--- src/hdl/daqCtrl_defines.svh ---
`ifndef DAQCTRL_DEFINES_SVH
`define DAQCTRL_DEFINES_SVH

// Power pulsing timing, in clock cycles
`define PWR_SETTLE 8
`define ACQ_WINDOW 6
`define RESETB_LEN 3

// Words per readout of one acquisition
`define READ_WORDS 4

// Chip word width
`define WORD_W 16

// Width of the acquisition count from the host
`define CYCLE_W 8

`endif

--- src/hdl/DaqPkg.sv ---
`include "daqCtrl_defines.svh"

package DaqPkg;

    typedef logic [`WORD_W-1:0]  daqWordT;
    typedef logic [`CYCLE_W-1:0] cycleCountT;

    // Chip pins driven by one controller
    typedef struct packed {
        logic pwrOnA;
        logic pwrOnD;
        logic pwrOnAdc;
        logic pwrOnDac;
        logic resetB;
        logic startAcq;
    } daqPinsT;

    // Controller status toward readout and host
    typedef struct packed {
        logic startReadout;
        logic onceEnd;
        logic allDone;
        logic usbStartStop;
    } daqStatusT;

    typedef enum logic [3:0] {
        AutoIdle, AutoReset, AutoSettle, AutoAcq, AutoReadout,
        AutoWaitEnd, AutoWaitTx, AutoOnceEnd, AutoDone
    } autoStateT;

    typedef enum logic [3:0] {
        SlaveIdle, SlaveReset, SlaveSettle, SlaveArmed, SlaveAcq,
        SlaveReadout, SlaveWaitEnd, SlaveWaitTx, SlaveOnceEnd, SlaveDone
    } slaveStateT;

    typedef enum logic [1:0] {
        RdIdle, RdRead, RdDrain
    } readStateT;

endpackage

--- src/hdl/AutoDaq.sv ---
`timescale 1ns/1ps
`include "daqCtrl_defines.svh"

module AutoDaq import DaqPkg::*; (
    input  logic       Clk,
    input  logic       rst,
    input  logic       Start,
    input  cycleCountT AcqCycles,
    input  logic       EndReadout,
    input  logic       DataTransmitDone,
    output daqPinsT    Pins,
    output daqStatusT  Status
);

    localparam int TimerW = 8;

    autoStateT         state;
    autoStateT         nextState;
    logic [TimerW-1:0] timer;
    cycleCountT        runCount;
    logic              lastRun;
    logic              powerOn;

    // Run count includes the acquisition now finishing
    assign lastRun = (cycleCountT'(runCount + 1'b1) >= AcqCycles);

    ////////////////////////////////////////////////////////////////////////////
    // Acquisition sequence
    ////////////////////////////////////////////////////////////////////////////
    always_comb begin
        nextState = state;
        case (state)
            AutoIdle:    if (Start) nextState = AutoReset;
            AutoReset:   if (timer == TimerW'(`RESETB_LEN - 1)) nextState = AutoSettle;
            AutoSettle:  if (timer == TimerW'(`PWR_SETTLE - 1)) nextState = AutoAcq;
            AutoAcq:     if (timer == TimerW'(`ACQ_WINDOW - 1)) nextState = AutoReadout;
            AutoReadout: nextState = AutoWaitEnd;
            AutoWaitEnd: if (EndReadout) nextState = AutoWaitTx;
            AutoWaitTx:  if (DataTransmitDone) nextState = AutoOnceEnd;
            // Power is off here, next run settles again
            AutoOnceEnd: nextState = lastRun ? AutoDone : AutoSettle;
            AutoDone:    nextState = AutoIdle;
            default:     nextState = AutoIdle;
        endcase
    end

    always_ff @(posedge Clk) begin
        if (rst) begin
            state    <= AutoIdle;
            timer    <= '0;
            runCount <= '0;
        end else begin
            state <= nextState;
            // Timer restarts on every state change
            timer <= (nextState != state) ? '0 : timer + 1'b1;
            if (state == AutoIdle) begin
                runCount <= '0;
            end else if (state == AutoOnceEnd) begin
                runCount <= runCount + 1'b1;
            end
        end
    end

    ////////////////////////////////////////////////////////////////////////////
    // Pin and status decode
    ////////////////////////////////////////////////////////////////////////////
    assign powerOn = state inside {AutoReset, AutoSettle, AutoAcq, AutoReadout,
                                   AutoWaitEnd, AutoWaitTx};

    assign Pins.pwrOnA   = powerOn;
    assign Pins.pwrOnD   = powerOn;
    assign Pins.pwrOnAdc = powerOn;
    assign Pins.pwrOnDac = powerOn;
    assign Pins.resetB   = (state != AutoReset);
    assign Pins.startAcq = (state == AutoAcq);

    assign Status.startReadout = (state == AutoReadout);
    assign Status.onceEnd      = (state == AutoOnceEnd);
    assign Status.allDone      = (state == AutoDone);
    assign Status.usbStartStop = !(state inside {AutoIdle, AutoDone});

    // No acquisition on an unpowered front end
    assert property (@(posedge Clk) disable iff (rst)
        Pins.startAcq |-> Pins.pwrOnA && Pins.pwrOnD && Pins.pwrOnAdc && Pins.pwrOnDac);

endmodule

--- src/hdl/SlaveDaq.sv ---
`timescale 1ns/1ps
`include "daqCtrl_defines.svh"

module SlaveDaq import DaqPkg::*; (
    input  logic       Clk,
    input  logic       rst,
    input  logic       Start,
    input  logic       SingleStart,
    input  cycleCountT AcqCycles,
    input  logic       EndReadout,
    input  logic       DataTransmitDone,
    output daqPinsT    Pins,
    output daqStatusT  Status
);

    localparam int TimerW = 8;

    slaveStateT        state;
    slaveStateT        nextState;
    logic [TimerW-1:0] timer;
    cycleCountT        trigCount;
    logic              lastTrig;
    logic              powerOn;

    assign lastTrig = (cycleCountT'(trigCount + 1'b1) >= AcqCycles);

    ////////////////////////////////////////////////////////////////////////////
    // Arm, then one acquisition per trigger
    ////////////////////////////////////////////////////////////////////////////
    always_comb begin
        nextState = state;
        case (state)
            SlaveIdle:    if (Start) nextState = SlaveReset;
            SlaveReset:   if (timer == TimerW'(`RESETB_LEN - 1)) nextState = SlaveSettle;
            SlaveSettle:  if (timer == TimerW'(`PWR_SETTLE - 1)) nextState = SlaveArmed;
            // Triggers only count here, busy states drop them
            SlaveArmed:   if (SingleStart) nextState = SlaveAcq;
            SlaveAcq:     if (timer == TimerW'(`ACQ_WINDOW - 1)) nextState = SlaveReadout;
            SlaveReadout: nextState = SlaveWaitEnd;
            SlaveWaitEnd: if (EndReadout) nextState = SlaveWaitTx;
            SlaveWaitTx:  if (DataTransmitDone) nextState = SlaveOnceEnd;
            SlaveOnceEnd: nextState = lastTrig ? SlaveDone : SlaveArmed;
            SlaveDone:    nextState = SlaveIdle;
            default:      nextState = SlaveIdle;
        endcase
    end

    always_ff @(posedge Clk) begin
        if (rst) begin
            state     <= SlaveIdle;
            timer     <= '0;
            trigCount <= '0;
        end else begin
            state <= nextState;
            timer <= (nextState != state) ? '0 : timer + 1'b1;
            if (state == SlaveIdle) begin
                trigCount <= '0;
            end else if (state == SlaveOnceEnd) begin
                trigCount <= trigCount + 1'b1;
            end
        end
    end

    ////////////////////////////////////////////////////////////////////////////
    // Pin and status decode
    ////////////////////////////////////////////////////////////////////////////
    // Power held for the whole armed period
    assign powerOn = !(state inside {SlaveIdle, SlaveDone});

    assign Pins.pwrOnA   = powerOn;
    assign Pins.pwrOnD   = powerOn;
    assign Pins.pwrOnAdc = powerOn;
    assign Pins.pwrOnDac = powerOn;
    assign Pins.resetB   = (state != SlaveReset);
    assign Pins.startAcq = (state == SlaveAcq);

    assign Status.startReadout = (state == SlaveReadout);
    assign Status.onceEnd      = (state == SlaveOnceEnd);
    assign Status.allDone      = (state == SlaveDone);
    assign Status.usbStartStop = powerOn;

    // Readout starts right after the window closes, only while armed
    assert property (@(posedge Clk) disable iff (rst)
        Status.startReadout |-> $past(Pins.startAcq) && !Pins.startAcq
                                && Status.usbStartStop);

endmodule

--- src/hdl/DaqSwitcher.sv ---
`timescale 1ns/1ps

module DaqSwitcher import DaqPkg::*; (
    input  logic      Clk,
    input  logic      rst,
    input  logic      DaqSelect,
    input  daqPinsT   AutoPins,
    input  daqPinsT   SlavePins,
    input  daqStatusT AutoStatus,
    input  daqStatusT SlaveStatus,
    input  logic      UsbAcqStart,
    input  logic      EndReadout,
    input  logic      DataTransmitDone,
    input  logic      ExternalTrigger,
    output daqPinsT   Pins,
    output daqStatusT Status,
    output logic      AutoStart,
    output logic      SlaveStart,
    output logic      AutoEndReadout,
    output logic      SlaveEndReadout,
    output logic      AutoTransmitDone,
    output logic      SlaveTransmitDone,
    output logic      SingleStart,
    output logic      ActiveSelect
);

    // Zero selects AutoDaq
    logic activeSel;
    logic bothIdle;

    // A start in flight also blocks the swap
    assign bothIdle = !AutoStatus.usbStartStop && !SlaveStatus.usbStartStop && !UsbAcqStart;

    always_ff @(posedge Clk) begin
        if (rst) begin
            activeSel <= 1'b0;
        end else if (bothIdle) begin
            activeSel <= DaqSelect;
        end
    end

    assign ActiveSelect = activeSel;

    ////////////////////////////////////////////////////////////////////////////
    // Outward mux and event steering
    ////////////////////////////////////////////////////////////////////////////
    assign Pins   = activeSel ? SlavePins : AutoPins;
    assign Status = activeSel ? SlaveStatus : AutoStatus;

    assign AutoStart         = !activeSel && UsbAcqStart;
    assign SlaveStart        = activeSel && UsbAcqStart;
    assign AutoEndReadout    = !activeSel && EndReadout;
    assign SlaveEndReadout   = activeSel && EndReadout;
    assign AutoTransmitDone  = !activeSel && DataTransmitDone;
    assign SlaveTransmitDone = activeSel && DataTransmitDone;
    assign SingleStart       = activeSel && ExternalTrigger;

    // Unselected side stays idle, so no start ever reached it
    assert property (@(posedge Clk) disable iff (rst)
        activeSel |-> !AutoStatus.usbStartStop);

    assert property (@(posedge Clk) disable iff (rst)
        !activeSel |-> !SlaveStatus.usbStartStop);

endmodule

--- src/hdl/ReadoutCtrl.sv ---
`timescale 1ns/1ps
`include "daqCtrl_defines.svh"

module ReadoutCtrl import DaqPkg::*; (
    input  logic    Clk,
    input  logic    rst,
    input  logic    StartReadout,
    output logic    ChipRead,
    input  daqWordT ChipData,
    output logic    OutValid,
    output daqWordT OutData,
    input  logic    OutReady,
    output logic    EndReadout,
    output logic    DataTransmitDone
);

    localparam int CountW = $clog2(`READ_WORDS + 1);

    readStateT         state;
    logic [CountW-1:0] wordCount;
    logic              readPending;
    logic              lastCapture;
    logic              outLast;
    logic              transfer;
    logic              stageFree;

    assign transfer  = OutValid && OutReady;
    assign stageFree = !OutValid || OutReady;

    // One read in flight at most, so the landing word always finds the stage empty
    assign ChipRead = (state == RdRead) && !readPending && stageFree
                      && (wordCount != CountW'(`READ_WORDS));

    assign lastCapture = readPending && (wordCount == CountW'(`READ_WORDS));

    always_ff @(posedge Clk) begin
        if (rst) begin
            state            <= RdIdle;
            wordCount        <= '0;
            readPending      <= 1'b0;
            OutValid         <= 1'b0;
            outLast          <= 1'b0;
            EndReadout       <= 1'b0;
            DataTransmitDone <= 1'b0;
        end else begin
            readPending      <= ChipRead;
            EndReadout       <= lastCapture;
            DataTransmitDone <= transfer && outLast;

            if (ChipRead) begin
                wordCount <= wordCount + 1'b1;
            end

            // Output stage
            if (readPending) begin
                OutValid <= 1'b1;
                outLast  <= lastCapture;
            end else if (transfer) begin
                OutValid <= 1'b0;
            end

            case (state)
                RdIdle: begin
                    if (StartReadout) begin
                        state     <= RdRead;
                        wordCount <= '0;
                    end
                end
                RdRead:  if (lastCapture) state <= RdDrain;
                RdDrain: if (transfer && outLast) state <= RdIdle;
                default: state <= RdIdle;
            endcase
        end
    end

    // Chip word lands one cycle after ChipRead
    always_ff @(posedge Clk) begin
        if (readPending) begin
            OutData <= ChipData;
        end
    end

    assert property (@(posedge Clk) disable iff (rst)
        OutValid && !OutReady |=> OutValid && $stable(OutData));

endmodule

--- src/hdl/DaqTop.sv ---
`timescale 1ns/1ps

module DaqTop import DaqPkg::*; (
    input  logic       Clk,
    input  logic       rst,
    input  logic       DaqSelect,
    input  logic       UsbAcqStart,
    input  logic       ExternalTrigger,
    input  cycleCountT AcqCycles,
    input  daqWordT    ChipData,
    input  logic       OutReady,
    output daqPinsT    Pins,
    output daqStatusT  Status,
    output logic       ActiveSelect,
    output logic       ChipRead,
    output logic       OutValid,
    output daqWordT    OutData
);

    daqPinsT   autoPins;
    daqPinsT   slavePins;
    daqStatusT autoStatus;
    daqStatusT slaveStatus;
    logic      autoStart;
    logic      slaveStart;
    logic      autoEndReadout;
    logic      slaveEndReadout;
    logic      autoTransmitDone;
    logic      slaveTransmitDone;
    logic      singleStart;
    logic      endReadout;
    logic      dataTransmitDone;

    AutoDaq autoDaq (
        .Clk(Clk), .rst(rst), .Start(autoStart), .AcqCycles(AcqCycles),
        .EndReadout(autoEndReadout), .DataTransmitDone(autoTransmitDone),
        .Pins(autoPins), .Status(autoStatus)
    );

    SlaveDaq slaveDaq (
        .Clk(Clk), .rst(rst), .Start(slaveStart), .SingleStart(singleStart),
        .AcqCycles(AcqCycles), .EndReadout(slaveEndReadout),
        .DataTransmitDone(slaveTransmitDone), .Pins(slavePins), .Status(slaveStatus)
    );

    DaqSwitcher daqSwitcher (
        .Clk(Clk), .rst(rst), .DaqSelect(DaqSelect),
        .AutoPins(autoPins), .SlavePins(slavePins),
        .AutoStatus(autoStatus), .SlaveStatus(slaveStatus),
        .UsbAcqStart(UsbAcqStart), .EndReadout(endReadout),
        .DataTransmitDone(dataTransmitDone), .ExternalTrigger(ExternalTrigger),
        .Pins(Pins), .Status(Status),
        .AutoStart(autoStart), .SlaveStart(slaveStart),
        .AutoEndReadout(autoEndReadout), .SlaveEndReadout(slaveEndReadout),
        .AutoTransmitDone(autoTransmitDone), .SlaveTransmitDone(slaveTransmitDone),
        .SingleStart(singleStart), .ActiveSelect(ActiveSelect)
    );

    ReadoutCtrl readoutCtrl (
        .Clk(Clk), .rst(rst), .StartReadout(Status.startReadout),
        .ChipRead(ChipRead), .ChipData(ChipData),
        .OutValid(OutValid), .OutData(OutData), .OutReady(OutReady),
        .EndReadout(endReadout), .DataTransmitDone(dataTransmitDone)
    );

endmodule

--- config.mk ---
export PLATFORM = sky130hd
export DESIGN_NAME = DaqTop
export DESIGN_NICKNAME = d
export VERILOG_FILES = /design/src/hdl/DaqPkg.sv /design/src/hdl/AutoDaq.sv /design/src/hdl/SlaveDaq.sv /design/src/hdl/DaqSwitcher.sv /design/src/hdl/ReadoutCtrl.sv /design/src/hdl/DaqTop.sv
export VERILOG_INCLUDE_DIRS = /design/src /design/src/hdl
export SDC_FILE = /design/constraint.sdc
export NUM_CORES = 1
export LEC_CHECK = 0
export ABC_CLOCK_PERIOD_IN_PS = 7000
export BUFFER_PORTS_ARGS = -buffer_cell sky130_fd_sc_hd__buf_2
export CORE_MARGIN = 2
export CORE_UTILIZATION = 45
export DETAILED_ROUTE_END_ITERATION = 8
export PLACE_DENSITY_LB_ADDON = 0.2
export SETUP_SLACK_MARGIN = 0.1
export SLEW_MARGIN = 20
export SYNTH_ARGS = -nofsm -noshare
export SYNTH_HDL_FRONTEND = slang
export SYNTH_SLANG_ARGS = --single-unit
--- constraint.sdc ---
create_clock -name Clk -period 7 [get_ports Clk]
set_input_delay 0.7 -clock Clk [delete_from_list [all_inputs] [get_ports Clk]]
set_output_delay 0.7 -clock Clk [all_outputs]
set_load 0.03 [all_outputs]
==> results.md <==
* Result of the run: completed
* Share of synthesized area spent on multiplexers at 3.50%
* Maximum buffer depth of the clock tree at 2
* Total global routing overflow at 0
* Sink Count at 67
* Setup Viol. Count Final at 0
* Xor and xnor fraction of the mapped netlist area at 7.78%
* Cell row count at 33
* Met3 Resource Use GR at 4.70%
* Endpoint kind of the worst setup timing path: output pin
* WP data required at around 6300 ps
* Combined area of all synthesized cells at 0.00383 mm^2
* Most used DFF post-synth: sky130_fd_sc_hd__dfxtp_1
* Clock tree from TritonCTS: built
* # DRC at 0
* Crit path launch: autoDaq.state[0]
* Asr flop ratio synth at 0%
* Fraction of the mapped netlist area in simple logic gates at 24.2%
* Synthesis-to-layout area growth at 14.4%
* Min Clock Period, post-route at between 2000 and 3000 ps
* Top-area cell type share of the netlist area at 26.7%
* Standard cell core area at 0.00822 mm^2
* Routability cong. at about 0.85
* Total global routing track utilization at 18.6%
* Syn_nets at 479
* Final-report hold violation count at 0
* Number of design-rule violations left by the first detailed-router iteration at 129
* Crit path to: Pins[4]
* Post-DR wirelength/cell at between 10 and 15 um
* Post-route core utilization at 53.3%
* Number of flops mapped to enable cells by yosys at 16
* Relative max-transition margin at between 30% and 40%
* Cell type with the highest aggregate area in the netlist: sky130_fd_sc_hd__dfxtp_1
* Detailed Route WL at between 8 and 9 mm
* Crit Reg-Reg Endpoint: slaveDaq.timer[6]
* Count of yosys warnings during synthesis at 0
* Boundary Pins at 59
* Clk root buf: sky130_fd_sc_hd__clkbuf_8
* Die footprint at between 0.009 and 0.01 mm^2
* Number of max-slew violations in the final report at 0
* Class of the most critical hold timing path: reg2reg
* Die X at 96.2 um
* GRT met1 Usage at 24.7%
* Clock Skews at 8.67 ps
* Setup bufs post-CTS at 0
* Start-to-end type of the worst setup path: reg2out
* Combinational family with the most area after synthesis: simple AND/OR/NAND/NOR gates
* Number of distinct standard cells referenced by the synthesized netlist at 57
* Area contributors post-synth: sky130_fd_sc_hd__dfxtp_1 27%, sky130_fd_sc_hd__edfxtp_1 13%, sky130_fd_sc_hd__ha_1 8.5%
* Fraction of final layout cells with drive strength greater than 1 at between 10% and 20%
* Antenna violation net count after detailed routing at 0
* Combined area of the multi-input logic cells at 0.00216 mm^2
* Final-layout setup total negative slack at 0 ps
* Number of antenna violations at the first check in global routing at 0
* Data arrival time of the critical path at 2260 ps
* Reg-to-reg slack, setup at 4160 ps
* Peak-usage layer in the global routing report: met2
* Resize count post-CTS at 0
* Compound-gate portion of the synthesized area at 12.5%
* Cell count after synthesis at approximately 420
* Hold Crit Depth at 1
* Antenna diode count at 0
* Power per Cell Area at 201 mW/mm^2
* Launching element type of the critical path: register
* Final-stage net count at ~530
* Post-detail-place hpwl at 5.99 mm
* Via count at 3152
* Area share of fa/ha/maj cells after synthesis at 8.50%
* Maximum number of pins on one net before global-route repair at 26
* Max rail drop VDD at 104 uV
* Overall die height at around 96 um
* Global-route wire length before repair at 13.5 mm
* Initial core utilization at a little under half
* Number of global-route vias before repair at 2900
* GR met2 Demand/Resource at between 20% and 30%
* Reg2reg path depth at 10
* Crit path max fanout at 25
* Peak Freq at 0.338 GHz
* Unrepaired setup endpoints after global routing: false
* Filler instances at 783
* Pre-Repair DR Iteration Count at 4
* Synthesized flop and latch total at 67
* Number of maximum-capacitance violations at 0
* Launch point of the worst reg-to-reg path: slaveDaq.trigCount[0]
* Final clock period utilization by the worst path at a little over two fifths
* Mean post-synth cell area at 9.05 um^2
* Share of synthesized area occupied by flip-flops and latches at slightly below 40%
* Hold-fix buffers, CTS at 0
* Buffers on Ports at 58
* Measured slew at the worst slew-check pin at 935 ps
* Maximum level of the CTS H-tree at 3
* Clk Latency, worst-skew pair at 350 ps
* Post-detailed-route via-to-cell ratio at 5.43
* Sequential standard cell area at 0.00150 mm^2
* Leakage power summed over all cells at approximately 1.8 nW
* Number of buffers added by the clock tree synthesis step at 9
* Clock input transition at the sequential cells of the worst setup and hold paths at 80 ps
==> flip-flops by register name (all words and copies together) (netlist names) <==
| name | flops |
|---|---|
| readoutCtrl.EndReadout | 1 |
| readoutCtrl.state | 2 |
| readoutCtrl.outLast | 1 |
| slaveDaq.state | 4 |
| readoutCtrl.OutValid | 1 |
| readoutCtrl.readPending | 1 |
| readoutCtrl.OutData | 16 |
| autoDaq.timer | 8 |
| daqSwitcher.ActiveSelect | 1 |
| readoutCtrl.DataTransmitDone | 1 |
| readoutCtrl.wordCount | 3 |
| slaveDaq.timer | 8 |
| slaveDaq.trigCount | 8 |
| autoDaq.runCount | 8 |
| autoDaq.state | 4 |
==> worst min path at each step <==
stage / startpoint / end / slack, ps
6_report: readoutCtrl.state[1] / readoutCtrl.state[0] / 480
5_1_grt: ChipData[13] / readoutCtrl.OutData[13] / 490
4_1_cts: readoutCtrl.state[1] / readoutCtrl.state[0] / 480
3_5_place_dp: readoutCtrl.state[1] / readoutCtrl.state[0] / 470
3_3_place_gp: readoutCtrl.state[1] / readoutCtrl.state[0] / 450
2_1_floorplan: readoutCtrl.state[1] / readoutCtrl.state[0] / 440
==> synth_stat cells (2+ instances only) <==
cell	number
sky130_fd_sc_hd__nand2_1	34
sky130_fd_sc_hd__and4_1	2
sky130_fd_sc_hd__inv_1	17
sky130_fd_sc_hd__edfxtp_1	16
sky130_fd_sc_hd__clkbuf_1	16
sky130_fd_sc_hd__or4_1	3
sky130_fd_sc_hd__xnor2_1	23
sky130_fd_sc_hd__ha_1	26
sky130_fd_sc_hd__or3_1	6
sky130_fd_sc_hd__a211oi_1	2
sky130_fd_sc_hd__nor2_1	31
sky130_fd_sc_hd__mux2i_1	12
sky130_fd_sc_hd__a21o_1	6
sky130_fd_sc_hd__buf_4	5
sky130_fd_sc_hd__nand4_1	6
sky130_fd_sc_hd__nand3_1	29
sky130_fd_sc_hd__a21oi_1	20
sky130_fd_sc_hd__and3_1	7
sky130_fd_sc_hd__xor2_1	11
sky130_fd_sc_hd__a22o_1	2
sky130_fd_sc_hd__o21ai_0	16
sky130_fd_sc_hd__nor2b_1	13
sky130_fd_sc_hd__nand3b_1	10
sky130_fd_sc_hd__a221oi_1	2
sky130_fd_sc_hd__nor3_1	14
sky130_fd_sc_hd__a31oi_1	4
sky130_fd_sc_hd__and2_1	2
sky130_fd_sc_hd__dfxtp_1	51
sky130_fd_sc_hd__o21ai_1	2
sky130_fd_sc_hd__nand2b_1	5
sky130_fd_sc_hd__nor4b_1	4
==> area by class of cell <==
class,count,share of cell area (%)
well taps,105,3.00
repair buffers,59,6.80
multi-input cells,317,49.3
clock inverters,7,2.29
inverters,17,1.46
clock buffers,9,2.83
flip-flops and latches,67,34.3
==> layout by cell type (no fill, tap or decap), types with 2 or more instances in the layout <==
master and n:
sky130_fd_sc_hd__buf_2 58, sky130_fd_sc_hd__dfxtp_1 51, sky130_fd_sc_hd__nand2_1 34, sky130_fd_sc_hd__nor2_1 31, sky130_fd_sc_hd__nand3_1 29, sky130_fd_sc_hd__ha_1 26
sky130_fd_sc_hd__xnor2_1 23, sky130_fd_sc_hd__a21oi_1 20, sky130_fd_sc_hd__inv_1 17, sky130_fd_sc_hd__o21ai_0 16, sky130_fd_sc_hd__edfxtp_1 16, sky130_fd_sc_hd__nor3_1 14
sky130_fd_sc_hd__nor2b_1 13, sky130_fd_sc_hd__mux2i_1 12, sky130_fd_sc_hd__xor2_1 11, sky130_fd_sc_hd__nand3b_1 10, sky130_fd_sc_hd__clkbuf_8 9, sky130_fd_sc_hd__and3_1 7
sky130_fd_sc_hd__nand4_1 6, sky130_fd_sc_hd__a21o_1 6, sky130_fd_sc_hd__or3_1 6, sky130_fd_sc_hd__nand2b_1 5, sky130_fd_sc_hd__a31oi_1 4, sky130_fd_sc_hd__nor4b_1 4
sky130_fd_sc_hd__or4_1 3, sky130_fd_sc_hd__clkinvlp_4 3, sky130_fd_sc_hd__a211oi_1 2, sky130_fd_sc_hd__o21ai_1 2, sky130_fd_sc_hd__a221oi_1 2, sky130_fd_sc_hd__a22o_1 2
sky130_fd_sc_hd__and4_1 2, sky130_fd_sc_hd__and2_1 2, sky130_fd_sc_hd__inv_6 2, sky130_fd_sc_hd__bufinv_16 2
==> logic make-up (layout without fill, tap and decap cells) <==
group	count (synthesis)	count (layout)
buffers and inverters	39	92
adder cells (fa/ha/maj)	26	26
AO/OA/AOI/OAI	70	70
AND/OR/NAND/NOR	174	174
XOR/XNOR	34	34
multiplexers	13	13
flip-flops	67	67
==> worst max-delay path, stage by stage, from the launching register on <==
cell,delay [ps]
sky130_fd_sc_hd__dfxtp_1,790
sky130_fd_sc_hd__nor3_1,230
sky130_fd_sc_hd__or4_1,440
sky130_fd_sc_hd__o21ai_0,180
sky130_fd_sc_hd__buf_2,270
==> where the power goes <==
part	switching (W)	internal [W]	total, W
sequential	0.0000164	0.000401	0.000418
clock	0.000163	0.000203	0.000366
combinational	0.0000565	0.0000401	0.0000967
total	0.000236	0.000644	0.000881
==> through the flow <==
stage          setup WS [ps]  instances  total power (W)  cell area (um^2)  hold WS (ps)
2_1_floorplan           4130        423         0.000497              3830           439
3_3_place_gp            4230        565         0.000520              4150           452
3_5_place_dp            4190        565         0.000523              4150           465
4_1_cts                 4020        581         0.000893              4380           477
5_1_grt                 3780        581         0.000922              4380           495
6_report                4040        581         0.000881              4380           475
==> per-layer routing <==
metal | up-vias | wire length [um]
met3 | 6 | 326
met4 | 0 | 80
met5 | - | 0
met2 | 62 | 4020
met1 | 1477 | 3930
li1 | 1607 | -
No activity file was read; power rests on OpenSTA's default activity.
